**config.mk**
```make
export PLATFORM = sky130hd
export DESIGN_NAME = branchExaminer
export DESIGN_NICKNAME = d
export VERILOG_FILES = /design/src/hw/branchPkg.sv /design/src/hw/branchDecode.sv /design/src/hw/predictorTables.sv /design/src/hw/speculationControl.sv /design/src/hw/branchExaminer.sv
export SDC_FILE = /design/constraint.sdc
export NUM_CORES = 1
export LEC_CHECK = 0
export ABC_AREA = 0
export BUFFER_PORTS_ARGS = -buffer_cell sky130_fd_sc_hd__buf_2
export CORE_ASPECT_RATIO = 0.6
export CORE_UTILIZATION = 23
export CTS_CLUSTER_DIAMETER = 60
export DETAILED_ROUTE_END_ITERATION = 8
export PLACE_DENSITY_LB_ADDON = 0.1
export SYNTH_ARGS = -nofsm -noshare
export SYNTH_HDL_FRONTEND = slang
export SYNTH_SLANG_ARGS = --single-unit
```
**constraint.sdc**
```tcl
create_clock -name clk -period 5.4 [get_ports clk]
set_clock_uncertainty 0.1 [all_clocks]
set_input_delay 1.35 -clock clk [delete_from_list [all_inputs] [get_ports clk]]
set_output_delay 1.35 -clock clk [all_outputs]
set_load 0.01 [all_outputs]
```
**src/hw/branchPkg.sv**
```systemverilog
package branchPkg;

    // Datapath and table geometry
    localparam int dataWidth = 16;
    localparam int instrWidth = 16;
    localparam int hashWidth = 6;
    localparam int preservedBits = 3;
    localparam int foldBits = hashWidth - preservedBits;
    localparam int tableDepth = 1 << hashWidth;
    localparam int offsetWidth = 10;

    typedef logic [dataWidth-1:0] addrT;
    typedef logic [instrWidth-1:0] instrT;
    typedef logic [hashWidth-1:0] hashT;

    // Upper bit is the predicted direction
    typedef logic [1:0] counterT;

    typedef enum logic {
        idle,
        speculating
    } windowStateT;

    // Two-bit saturating counter step
    function automatic counterT nextCounter(input counterT count, input logic taken);
        counterT result;
        if (taken) begin
            result = (count == 2'd3) ? count : count + 2'd1;
        end else begin
            result = (count == 2'd0) ? count : count - 2'd1;
        end
        return result;
    endfunction

    // Keep the low address bits, XOR the rest down in foldBits groups
    function automatic hashT foldAddress(input addrT addr);
        logic [foldBits-1:0] folded;
        addrT rest;
        folded = '0;
        rest = addr >> preservedBits;
        for (int i = 0; i < dataWidth; i += foldBits) begin
            // Top group runs short and is zero-extended by the shift
            folded ^= rest[foldBits-1:0];
            rest = rest >> foldBits;
        end
        return {folded, addr[preservedBits-1:0]};
    endfunction

endpackage : branchPkg

```
**src/hw/branchDecode.sv**
```systemverilog
`timescale 1ns/100ps

module branchDecode
    import branchPkg::*;
(
    input  instrT fetchInstruction,
    input  addrT  fetchAddress,

    output logic  isBranch,
    output logic  isImmediate,
    output logic  isUnconditional,
    output logic  needsWindow,
    output addrT  destination
);

    logic immRegAZero;
    logic regRegAZero;
    logic regAZero;
    logic [offsetWidth-1:0] offset;
    addrT offsetExtended;
    addrT immDestination;

    // Branch opcode sits in the top two bits
    assign isBranch = (fetchInstruction[15:14] == 2'b10);

    // Bit 12 picks immediate form over register form
    assign isImmediate = isBranch && fetchInstruction[12];

    // Register A field is 2 bits wide in immediate form, 4 bits in register form
    assign immRegAZero = (fetchInstruction[11:10] == 2'b00);
    assign regRegAZero = (fetchInstruction[11:8] == 4'b0000);
    assign regAZero = fetchInstruction[12] ? immRegAZero : regRegAZero;

    // Register A zero means the branch is always taken, in either form
    assign isUnconditional = isBranch && regAZero;

    // Only the immediate unconditional case skips the window;
    // a register branch on A zero still has an unknown target
    assign needsWindow = isBranch && !(fetchInstruction[12] && immRegAZero);

    // Destination
    assign offset = fetchInstruction[offsetWidth-1:0];
    assign offsetExtended = {{(dataWidth-offsetWidth){offset[offsetWidth-1]}}, offset};
    assign immDestination = fetchAddress + offsetExtended;

    // Register targets come from the register file, outside this stage
    assign destination = isImmediate ? immDestination : '0;

endmodule : branchDecode

```
**src/hw/predictorTables.sv**
```systemverilog
`timescale 1ns/100ps

module predictorTables
    import branchPkg::*;
(
    input  logic clk,
    input  logic rstN,
    input  logic clkEn,

    input  addrT fetchAddress,

    output hashT lookupHash,
    output logic tableValid,
    output logic tablePrediction,
    output logic globalPrediction,

    input  logic trainEnable,
    input  logic trainTable,
    input  hashT trainHash,
    input  logic trainTaken
);

    // Entries stay invalid until their first training write
    logic [tableDepth-1:0] entryValid;
    counterT patternTable [tableDepth];
    counterT globalCounter;

    counterT lookupCounter;
    counterT trainCounter;
    logic trainEntryValid;
    counterT trainCounterNext;

    // Lookup path
    assign lookupHash = foldAddress(fetchAddress);
    assign lookupCounter = patternTable[lookupHash];
    assign tableValid = entryValid[lookupHash];
    assign tablePrediction = lookupCounter[1];
    assign globalPrediction = globalCounter[1];

    // Training path
    assign trainCounter = patternTable[trainHash];
    assign trainEntryValid = entryValid[trainHash];

    always_comb begin
        if (trainEntryValid) begin
            trainCounterNext = nextCounter(trainCounter, trainTaken);
        end else if (trainTaken) begin
            // First write lands on the weak side of the outcome
            trainCounterNext = 2'd2;
        end else begin
            trainCounterNext = 2'd1;
        end
    end

    // Global counter starts strongly not-taken out of reset
    always_ff @(posedge clk or negedge rstN) begin
        if (!rstN) begin
            globalCounter <= 2'd0;
        end else if (clkEn && trainEnable) begin
            globalCounter <= nextCounter(globalCounter, trainTaken);
        end
    end

    always_ff @(posedge clk or negedge rstN) begin
        if (!rstN) begin
            entryValid <= '0;
        end else if (clkEn && trainEnable && trainTable) begin
            entryValid[trainHash] <= 1'b1;
        end
    end

    always_ff @(posedge clk) begin
        if (clkEn && trainEnable && trainTable) begin
            patternTable[trainHash] <= trainCounterNext;
        end
    end

    // Table training is always a refinement of a global update
    trainTableNeedsEnable: assert property (
        @(posedge clk) disable iff (!rstN)
        trainTable |-> trainEnable
    ) else $error("trainTable raised without trainEnable");

endmodule : predictorTables

```
**src/hw/speculationControl.sv**
```systemverilog
`timescale 1ns/100ps

module speculationControl
    import branchPkg::*;
(
    input  logic clk,
    input  logic rstN,
    input  logic clkEn,

    input  logic isBranch,
    input  logic isImmediate,
    input  logic isUnconditional,
    input  logic needsWindow,

    input  hashT lookupHash,
    input  logic tableValid,
    input  logic tablePrediction,
    input  logic globalPrediction,

    input  logic endSpeculation,
    input  logic mispredicted,

    output logic speculating,
    output logic beginSpeculation,
    output logic speculationStall,
    output logic predictingTrue,

    output logic trainEnable,
    output logic trainTable,
    output logic trainTaken,
    output hashT trainHash
);

    windowStateT state;
    logic prediction;

    // State of the open window, captured at the begin pulse
    hashT savedHash;
    logic savedPrediction;
    logic savedImmediate;

    assign speculating = (state != idle);

    // A stall also covers the end-pulse cycle; the retry starts a cycle later
    assign beginSpeculation = needsWindow && !speculating;
    assign speculationStall = needsWindow && speculating;

    // Table entry only for conditional immediate branches
    always_comb begin
        if (isUnconditional) begin
            prediction = 1'b1;
        end else if (isImmediate && tableValid) begin
            prediction = tablePrediction;
        end else begin
            prediction = globalPrediction;
        end
    end

    assign predictingTrue = isBranch && prediction;

    always_ff @(posedge clk or negedge rstN) begin
        if (!rstN) begin
            state <= idle;
        end else if (clkEn) begin
            case (state)
                idle: begin
                    if (beginSpeculation) begin
                        state <= branchPkg::speculating;
                    end
                end
                default: begin
                    if (endSpeculation) begin
                        state <= idle;
                    end
                end
            endcase
        end
    end

    always_ff @(posedge clk) begin
        if (clkEn && beginSpeculation) begin
            savedHash <= lookupHash;
            savedPrediction <= prediction;
            savedImmediate <= isImmediate;
        end
    end

    // Outcome is the stored guess, flipped on a mispredict
    assign trainEnable = endSpeculation && speculating;
    assign trainTable = trainEnable && savedImmediate;
    assign trainTaken = savedPrediction ^ mispredicted;
    assign trainHash = savedHash;

    endOnlyInWindow: assert property (
        @(posedge clk) disable iff (!rstN)
        endSpeculation |-> speculating
    ) else $error("endSpeculation outside a speculation window");

    mispredictWithEnd: assert property (
        @(posedge clk) disable iff (!rstN)
        mispredicted |-> endSpeculation
    ) else $error("mispredicted without endSpeculation");

endmodule : speculationControl

```
**src/hw/branchExaminer.sv**
```systemverilog
`timescale 1ns/100ps

module branchExaminer
    import branchPkg::*;
(
    input  logic  clk,
    input  logic  rstN,
    input  logic  clkEn,

    input  addrT  fetchAddress,
    input  instrT fetchInstruction,

    input  logic  endSpeculation,
    input  logic  mispredicted,

    output logic  speculating,
    output logic  beginSpeculation,
    output logic  relativeSpeculation,
    output logic  predictingTrue,
    output addrT  speculativeDestination,
    output logic  speculationStall
);

    // Decode results
    logic isBranch;
    logic isImmediate;
    logic isUnconditional;
    logic needsWindow;

    // Predictor lookups
    hashT lookupHash;
    logic tableValid;
    logic tablePrediction;
    logic globalPrediction;

    // Training orders back from control
    logic trainEnable;
    logic trainTable;
    logic trainTaken;
    hashT trainHash;

    branchDecode decode_i (
        .fetchInstruction(fetchInstruction),
        .fetchAddress    (fetchAddress),
        .isBranch        (isBranch),
        .isImmediate     (isImmediate),
        .isUnconditional (isUnconditional),
        .needsWindow     (needsWindow),
        .destination     (speculativeDestination)
    );

    predictorTables tables_i (
        .clk             (clk),
        .rstN            (rstN),
        .clkEn           (clkEn),
        .fetchAddress    (fetchAddress),
        .lookupHash      (lookupHash),
        .tableValid      (tableValid),
        .tablePrediction (tablePrediction),
        .globalPrediction(globalPrediction),
        .trainEnable     (trainEnable),
        .trainTable      (trainTable),
        .trainHash       (trainHash),
        .trainTaken      (trainTaken)
    );

    speculationControl control_i (
        .clk             (clk),
        .rstN            (rstN),
        .clkEn           (clkEn),
        .isBranch        (isBranch),
        .isImmediate     (isImmediate),
        .isUnconditional (isUnconditional),
        .needsWindow     (needsWindow),
        .lookupHash      (lookupHash),
        .tableValid      (tableValid),
        .tablePrediction (tablePrediction),
        .globalPrediction(globalPrediction),
        .endSpeculation  (endSpeculation),
        .mispredicted    (mispredicted),
        .speculating     (speculating),
        .beginSpeculation(beginSpeculation),
        .speculationStall(speculationStall),
        .predictingTrue  (predictingTrue),
        .trainEnable     (trainEnable),
        .trainTable      (trainTable),
        .trainTaken      (trainTaken),
        .trainHash       (trainHash)
    );

    // Bit 12 of a branch, low for anything else
    assign relativeSpeculation = isImmediate;

endmodule : branchExaminer

```
==> results.md, run 1 <==
- Layout cell share with drive strength beyond 1: 0.3388
- Most frequently used flop master after synthesis: edfxtp_1
- Required @ worst endpoint: 3.95 ns
- Die Height: 167.8 um
- Power per cell area: 321.0 nW/um2
- TritonCTS buffer count: 23
- Placed insts: 1,394
- Vias in the first global route: 6,868
- CP max-delay cell: a2111oi_2
- Area grow syn2layout: 18.27%
- DP Wirelength: between 20,000 and 30,000 um
- Final period utilization: 0.9683
- Hold Vio Cnt, Final: 0
- Htree depth: 1
- Worst-skew pair later-pin latency: 0.53 ns
- Largest net degree at the start of global routing: 68
- Most frequent cell after synthesis: edfxtp_1
- Crit-path max FO: 3
- Status: complete, no violations
- Worst vdd ir: ~0.00017 V
- Crit-path max cell delay: 0.38 ns
- Initial drt markers: slightly below 600
- Row cnt: 60
- Setup WS pre-CTS: -0.1142 ns
- Final setup fails: 0
- Max-Cap Viols: 0
- Post-route DRC: 0
- Sequential share of the synthesized area: 0.5582
- Largest area contributor in the netlist: edfxtp_1
- Post-synth top cells: edfxtp_1, nor2_1, dfrtp_1, mux4_2, or2_2
- Total GRT Usage: 0.1531
- Number of synthesized flops with an enable pin: 136
- Routability Congestion: ~0.77
- Leak: 4.812 nW
- Vias: a little under 7,000
- # diodes: 0
- Async SR Flop Fraction: 0.3206
- Synth Cell Area: around 11,000 um2
- Fillers: 4,549
- CTS tree: yes
- Clk slew on worst S/H paths: 0.06 ns
- Drt pass-1 iters: 5
- Post-route setup slack: 0.1710 ns
- First-pass GRT wire length: between 50,000 and 60,000 um
- Ports: 58
- Initial core utilization: 0.2343
- Post-synth top area share: 0.3876
- Antenna violations before repair: 0
- Post-Route WL: 35,450 um
- Final Critical Period: 5.229 ns
- Synth warnings: 0
- Die area: ~47,000 um2
- Mapped Cells: 752
- Yosys cell types: 61
- Final Non-Filler Cells: between 1,000 and 1,500
- Fin nets: roughly 880
- Pins Over Slew Limit: 0
- Clock buffer depth: 3
- Post-route ant nets: 0
- Area contributors post-synth: edfxtp_1, dfrtp_1, mux4_2
- Core Region: 44,970 um2
- Hold crit path type: flip-flop to flip-flop
- Kind of critical path: primary input to output port
- Synth Area per Inst: 14.01 um2
- Synth Register Bits: 209
- Die X: 278.3 um
- Overflow after GRT: 0
- Clock sink total: 209
- IO Port Bufs: 56
- Vias per inst: 4.741
- Worst slew margin: 0.3085
- Crit. End Element: output port
- FMAX: 191.2 MHz
- Critical-path cell list: buf_2 -> ha_1 -> a21o_1 -> a21o_1 -> a21oi_2 -> o211ai_1 -> a311o_1 -> a2111oi_2 -> buf_4 -> o31ai_1 -> a21oi_1 -> buf_2
- Wirelength per Cell: 24.69 um
- WP data arrival: around 3.8 ns
- Root Driver: clkbuf_16
- Net Count, Synth: 805
- Final core utilization: 0.2771
- Startpoint types: primary input
- Worst slew pin tran: 1.037 ns
## worst max-delay path, delay by kind of cell
family          cells  cell delay (ns)
fa+ha+maj           1             0.29
compound gates      8             1.71
buf+inv             3             0.44
## sequential cells by signal, indices dropped and copies added (netlist names), named ones only
name,flops
tables_i.globalCounter,2
control_i.savedPrediction,1
control_i.trainHash,6
tables_i.patternTable,128
tables_i.entryValid,64
control_i.savedImmediate,1
control_i.speculating,1
## final timing paths
kind / from / end / slack, ns / cells past startpoint
setup / recovery: fetchAddress[1] / speculativeDestination[13] / 0.17 / 12
hold / removal: tables_i.entryValid[38]$_DFFE_PN0P_ / tables_i.entryValid[38]$_DFFE_PN0P_ / 0.39 / 2
setup reg to reg: control_i.trainHash[2]$_DFFE_PP_ / tables_i.patternTable[6][1]$_DFFE_PP_ / 1.17 / 9
hold reg to reg: tables_i.entryValid[38]$_DFFE_PN0P_ / tables_i.entryValid[38]$_DFFE_PN0P_ / 0.39 / 2
max in group asynchronous: rstN / control_i.speculating$_DFFE_PN0P_ / 3.61 / 1
min in group asynchronous: rstN / tables_i.entryValid[7]$_DFFE_PN0P_ / 0.85 / 1
## repair_timing
action	CTS	global route
setup endpoints to repair	2	4
endpoints found under the hold margin	0	0
setup buffers	0	0
hold buffers	0	0
resized for setup	3	8
pin swaps	0	0
## per-layer routing
layer | global-route usage | vias to the layer above | wire length [um]
li1 | - | 3067 | -
met1 | 0.2666 | 3583 | 20670
met2 | 0.1900 | 127 | 13020
met3 | 0.02748 | 31 | 1374
met4 | 0.01730 | 0 | 395
met5 | 0 | - | 0
## power by group
group / internal [W] / switching [W] / leakage (nW)
Combinational: 0.000235 / 0.000327 / 2.26
Sequential: 0.00179 / 0.0000505 / 2.19
Clock: 0.000916 / 0.000683 / 0.363
Total: 0.00294 / 0.00106 / 4.81
## area by class of cell
cell class | count | area (um2) | area share
clock buffer | 31 | 625.6 | 0.05021
clock inverter | 11 | 118.9 | 0.009540
inverter | 16 | 60.06 | 0.004820
multi-input combinational | 491 | 4463 | 0.3582
sequential | 209 | 5883 | 0.4722
tap | 589 | 737.0 | 0.05915
timing repair buffer | 89 | 571.8 | 0.04589
## metrics by stage
stage | area (um2) | hold WS [ns] | total power, W | setup TNS, ns
3_3_place_gp | 11680 | 0.3768 | 0.002439 | -0.2237
5_1_grt | 12460 | 0.4164 | 0.004157 | -0.005024
2_1_floorplan | 10540 | 0.3470 | 0.002189 | 0
6_report | 12460 | 0.3889 | 0.004000 | 0
4_1_cts | 12430 | 0.3928 | 0.004045 | 0
3_5_place_dp | 11680 | 0.3792 | 0.002436 | -0.1815
## cell usage in the layout, fill, tap and decap left out, types with 13 or more instances in the layout
cell       netlist  final
ha_1            15     15
nor3_1          13     13
clkbuf_16        0     23
mux2i_1         26     26
mux4_2          67     67
dfrtp_1         67     67
buf_2            9     55
edfxtp_1       136    136
or2_2           65     65
buf_4            3     30
nand2_1         32     32
mux2_2          16     16
inv_1           15     15
a21oi_1         22     21
nor2_1          90     90
## kinds of logic (layout without fill, tap and decap cells)
group | after synthesis | in the layout | share of synthesized area
xor gates and xnor gates | 18 | 18 | 0.01888
DFF | 209 | 209 | 0.5582
buffers and inverters | 52 | 147 | 0.02435
and+or+nand+nor | 243 | 243 | 0.1139
adders and majority gates | 16 | 16 | 0.01972
AOI/OAI and AO/OA | 98 | 98 | 0.06247
muxes | 116 | 116 | 0.2025
(Power assumes the default switching activity.)
==> inputs of run 2 (changes only) <==
- CORE_UTILIZATION: 23 -> 35
- CTS_BUF_LIST: unset -> sky130_fd_sc_hd__clkbuf_8
==> run 2 against run 1 <==
Combinational power is 3.6% lower. Non-clock buffer count is 9 lower. First-iteration DRC count is 9.3% lower. Sequential share of layout area is 1.1 points higher. Final area is 2.3% lower. Clock power is 8% lower. Via count is 2.4% higher. Wire length is 11% lower. Final cell count is 12% lower. Sequential cell count stayed put. Critical path type unchanged.
==> results.md, run 2 (synthesized netlist as in run 1, its figures left out) <==
- Buf+Inv Stages, Crit Path: 3
- Hold Vio Cnt, Final: 0
- Post-route DRC: 0
- Final Critical Period: 5.312 ns
- Critical path origin: fetchAddress[0]
- Top reg by flops: tables_i.patternTable
- Worst slew margin: 0.2454
- Post-layout total power: 0.003863 W
- Layout cell share with drive strength beyond 1: 0.3431
- Vias: 6,971
- Required @ worst endpoint: between 3 and 4 ns
- Combinational power share: 0.140
- Final period utilization: 0.9838
- Reg-to-reg slack, setup: 1.10 ns
- Overflow after GRT: 0
- Clock sink total: 209
- CTS tree: yes
- Fillers: 2,698
- RR Endpoint: tables_i.patternTable[0][0]$_DFFE_PP_
- Post-Route WL: approximately 32,000 um
- Setup WS pre-CTS: -0.3210 ns
- Fin area: 12,170 um2
- Worst slew pin tran: 1.130 ns
- Dpl cell area: 11,390 um2
- R2r worst-path depth: 9
- Commonest non-fill, non-tap cell in the layout: edfxtp_1
- Worst r2r src: control_i.trainHash[2]$_DFFE_PP_
- Max-Cap Viols: 0
- Hold endpoint: tables_i.entryValid[2]$_DFFE_PN0P_
- Status: complete, no violations
- Power per cell area: around 320 nW/um2
- First-pass GRT wire length: 46,520 um
- Die Height: around 140 um
- Wirelength per Cell: 25.12 um
- Crit-path max FO: 4
- Largest net degree at the start of global routing: 68
- Fin nets: 885
- Top Family by Delay on Critical Path: compound AO/OA/AOI/OAI gates
- Max reg flops: 128
- Routability Congestion: between 0.9 and 1
- Final TNS setup: 0 ns
- # diodes: 0
- Worst-skew pair later-pin latency: 0.54 ns
- Root Driver: clkbuf_8
- Worst vdd ir: 0.0001412 V
- Crit-path max cell delay: 0.53 ns
- Ports: 58
- Clock buffer depth: 3
- Drt pass-1 iters: 5
- IO Port Bufs: 56
- Antenna violations before repair: 0
- DP Wirelength: ~23,000 um
- Vias per inst: 5.546
- Htree depth: 2
- Die X: about 230 um
- Kind of critical path: primary input to output port
- FMAX: 188.2 MHz
- Startpoint types: primary input
- Initial core utilization: 0.3609
- Sequential share of power: 0.477
- Sw Ratio: 0.2655
- Int Power: 0.002837 W
- WHS Path Cells: 1
- Initial drt markers: 539
- Die area: just over 30,000 um2
- Final setup fails: 0
- Clock Power Share: 0.382
- Core Region: 29,190 um2
- Row cnt: 48
- Crit. End Element: output port
- Hold crit path type: flip-flop to flip-flop
- Critical-path cell list: buf_2 -> ha_1 -> inv_1 -> fa_1 -> nor2b_1 -> o21ai_2 -> a21oi_2 -> o21ai_2 -> a311oi_4 -> or4_4 -> a31oi_4 -> mux2i_1 -> buf_2
- Leak: 4.820 nW
- CP max-delay cell: or4_4
- Total GRT Usage: 0.2124
- Hold Startpoint: tables_i.entryValid[2]$_DFFE_PN0P_
- Psw: between 0.001 and 0.0015 W
- WP data arrival: about 3.9 ns
- TritonCTS buffer count: 34
- Clk slew on worst S/H paths: 0.06 ns
- Pins Over Slew Limit: 0
- Commonest cells after routing, fill and taps aside: edfxtp_1, nor2_1, mux4_2, dfrtp_1, or2_2
- Post-route setup slack: roughly 0.088 ns
- Area grow syn2layout: 15.52%
- Post-route ant nets: 0
- Vias in the first global route: 6,912
-- run 2: changes by cell type in the layout (fill, tap and decap cells not counted), moves of 6 or more --
cell       change
clkbuf_8      +42
clkbuf_16     -23
buf_4         -10
clkbuf_1       -6
inv_1          +9
-- run 2: final cells by class --
cell class | instances | area, um2 | share of cell area
inverters | 16 | 60.06 | 0.004935
repair buffers | 80 | 519.2 | 0.04266
clock inverters | 18 | 128.9 | 0.01059
multi-input cells | 491 | 4488 | 0.3688
well taps | 400 | 500.5 | 0.04112
clock buffers | 43 | 591.8 | 0.04863
flip-flops and latches | 209 | 5882 | 0.4833
-- run 2: worst max path at each step --
| stage | end | slack [ns] | cells past startpoint |
|---|---|---|---|
| 3_5_place_dp | speculativeDestination[14] | -0.32 | 13 |
| 3_3_place_gp | speculativeDestination[14] | -0.29 | 13 |
| 4_1_cts | speculativeDestination[14] | -0.03 | 13 |
| 2_1_floorplan | speculativeDestination[14] | 0.24 | 12 |
| 6_report | speculativeDestination[14] | 0.09 | 13 |
| 5_1_grt | speculativeDestination[14] | -0.003 | 13 |
-- run 2: timing repair --
action | CTS | global route
pin swaps | 0 | 2
gates resized for setup | 5 | 10
endpoints found under the setup margin | 3 | 5
hold buffers | 0 | 0
buffers inserted | 0 | 0
-- run 2: power groups by stage --
stage          logic, W  registers (W)  clock network [W]
5_1_grt        0.000585        0.00185            0.00158
3_3_place_gp   0.000526        0.00187                  0
6_report       0.000542        0.00184            0.00148
3_5_place_dp   0.000534        0.00187                  0
2_1_floorplan  0.000341        0.00185                  0
4_1_cts        0.000538        0.00184            0.00151
-- run 2: metal layers --
metal / part of all wire / GRT usage / vias up
met2: 0.39 / 0.2726 / 260
met3: 0.081 / 0.05360 / 43
met1: 0.51 / 0.3482 / 3617
met4: 0.013 / 0.04346 / 0
li1: - / - / 3051
met5: 0 / 0 / -
-- run 2: stage by stage --
step	utilization	hold slack (ns)	std cells
detailed placement	0.3901	0.3800	1196
global route	0.4170	0.4083	1257
finish	0.4170	0.3952	1257
floorplan	-	0.3470	752
CTS	0.4155	0.3953	1257
global placement	0.3901	0.3652	1196
==> inputs of run 3 (changes only) <==
- CORE_UTILIZATION: 35 -> 60
==> run 3 against run 2 <==
Final area is 2.8% lower. Non-clock buffer count up 3. Clock power is 9% lower. Core utilization increased by 27 points. Setup slack improved by 0.030 ns. Combinational power is 4.1% lower. First-iteration DRC count up 77%. Maximum frequency is 0.56% higher. Register-to-register slack better by 0.05 ns. Hold slack lost 0.0035 ns. Final cell count shrank 13%. Largest power group unchanged. Highest routed layer is now met5.
==> results.md, run 3 (synthesized netlist as in run 1, its figures left out) <==
- Layout cell share with drive strength beyond 1: 0.3380
- Vias per inst: ~6.6
- Status: complete, no violations
- Met1 global-route usage: 0.5065
- Post-route ant nets: 0
- Final Critical Period: 5.283 ns
- Drt pass-1 iters: 6
- Fillers: 1,208
- Initial core utilization: 0.6134
- WP data arrival: 3.83 ns
- Hold Vio Cnt, Final: 0
- DP Wirelength: 19,860 um
- Max reg flops: 128
- Post-route DRC: 0
- Clk slew on worst S/H paths: about 0.06 ns
- TritonCTS buffer count: 30
- Die area: 18,110 um2
- Psw: around 0.00096 W
- Commonest cells after routing, fill and taps aside: edfxtp_1, nor2_1, mux4_2, dfrtp_1, or2_2
- Final Non-Filler Cells: 1,089
- Gr busiest metal: met1
- Fin nets: 884
- Root Driver: clkbuf_8
- Top reg by flops: tables_i.patternTable
- Int Power: 0.002740 W
- Vias in the first global route: 7,019
- Clock sink total: 209
- Multi-input gate area: 4451 um2
- Row cnt: 37
- Commonest non-fill, non-tap cell in the layout: edfxtp_1
- Required @ worst endpoint: between 3 and 4 ns
- IO Port Bufs: 56
- RSZ-0062 raised after global routing: yes
- Initial drt markers: 952
- Die Height: around 100 um
- Crit-path max cell delay: 0.60 ns
- Hold crit path type: flip-flop to flip-flop
- Post-Route WL: 27,450 um
- GR Util met3: 0.09098
- Kind of critical path: primary input to output port
- Critical-path cell list: buf_2 -> buf_4 -> mux4_2 -> mux2i_1 -> mux4_2 -> and2_0 -> o21ai_1 -> nand2_1 -> nand2_1 -> buf_2
- Final period utilization: 0.9783
- CP max-delay cell: mux4_2
- Wirelength per Cell: 25.20 um
- Combinational power share: 0.140
- Fin Hold WS: 0.3917 ns
- Total GRT Usage: 0.3152
- # diodes: 0
- Ports: 58
- Worst slew margin: 0.2600
- Sequential share of power: 0.497
- First-pass GRT wire length: 42,320 um
- Routability Congestion: 0.9441
- Antenna violations before repair: 1
- Largest net degree at the start of global routing: 41
- Crit-path max FO: 34
- Area grow syn2layout: 12.29%
- FMAX: about 190 MHz
- Post_cts resized: 0
- Vias: 7,139
- Worst-skew pair later-pin latency: 0.58 ns
- Final TNS setup: 0 ns
- Buf+Inv Stages, Crit Path: 3
- CTS tree: yes
- Worst vdd ir: ~0.00022 V
- Sw Ratio: 0.2596
- Startpoint types: primary input
- Leak: 4.772 nW
- Final setup fails: 0
- Hold-fix buffers at CTS: 0
- Top Family by Delay on Critical Path: multiplexers
- Post-CTS Repair Setup Buffers: 0
- Worst slew pin tran: 1.110 ns
- Clock buffer depth: 3
- Crit. End Element: output port
- Die X: 173.1 um
- Met2 usage: 0.4274
- Htree depth: 1
- Placed insts: 1,033
- Max-Cap Viols: 0
- Core Region: 17,180 um2
- Clock Power Share: 0.363
- FF+latch area: slightly below 6000 um2
- Power per cell area: 312.8 nW/um2
- Overflow after GRT: 0
- Pins Over Slew Limit: 0
## run 3: changes by cell type in the layout (fill, tap and decap cells not counted), sizes merged
cell,before,now
bufinv,2,3
clkinvlp,1,2
clkinv,7,9
buf,79,83
clkbuf,44,34
## run 3: final timing paths
kind / from / to / slack [ns] / cells after the start
max in group asynchronous: rstN / tables_i.entryValid[45]$_DFFE_PN0P_ / 3.39 / 2
min: tables_i.entryValid[45]$_DFFE_PN0P_ / tables_i.entryValid[45]$_DFFE_PN0P_ / 0.39 / 1
max: fetchAddress[0] / predictingTrue / 0.12 / 10
min reg2reg: tables_i.entryValid[45]$_DFFE_PN0P_ / tables_i.entryValid[45]$_DFFE_PN0P_ / 0.39 / 1
min in group asynchronous: rstN / tables_i.globalCounter[0]$_DFFE_PN0P_ / 0.81 / 1
max reg2reg: control_i.trainHash[1]$_DFFE_PP_ / tables_i.patternTable[43][1]$_DFFE_PP_ / 1.15 / 9
## run 3: worst reg2reg max path, delay by kind of cell (launching register included)
family / cells / cell delay [ns]
flip-flops: 1 / 1.01
AO/OA/AOI/OAI: 6 / 1.82
buffers and inverters: 2 / 0.89
AND/OR/NAND/NOR: 1 / 0.21
## run 3: per-stage QoR
step | total power [W] | area (um2) | util | setup slack (ns)
2_1_floorplan | 0.002189 | 10540 | - | 0.2424
3_3_place_gp | 0.002359 | 11160 | 0.6498 | 0.05107
3_5_place_dp | 0.002377 | 11160 | 0.6498 | 0.05433
4_1_cts | 0.003697 | 11810 | 0.6876 | 0.02206
5_1_grt | 0.003812 | 11830 | 0.6888 | -0.01505
6_report | 0.003701 | 11830 | 0.6888 | 0.1174
## run 3: layout make-up
type	count	area share
clock inverters	22	0.01534
inverters	16	0.005077
flip-flops and latches	209	0.4972
clock buffers	34	0.03956
multi-input cells	491	0.3762
well taps	234	0.02475
repair buffers	83	0.04188
## run 3: routing by layer
metal,vias up,share of wire
met4,2,0.014
met2,379,0.41
li1,3049,-
met1,3665,0.46
met5,-,0.00055
met3,44,0.11
## run 3: power by group through the flow
stage	sequential, W	combinational, W	clock (W)
after floorplan	0.00185	0.000341	0
after global placement	0.00187	0.000493	0
after detailed placement	0.00187	0.000508	0
after CTS	0.00184	0.000510	0.00135
after global routing	0.00184	0.000557	0.00141
final	0.00184	0.000520	0.00134
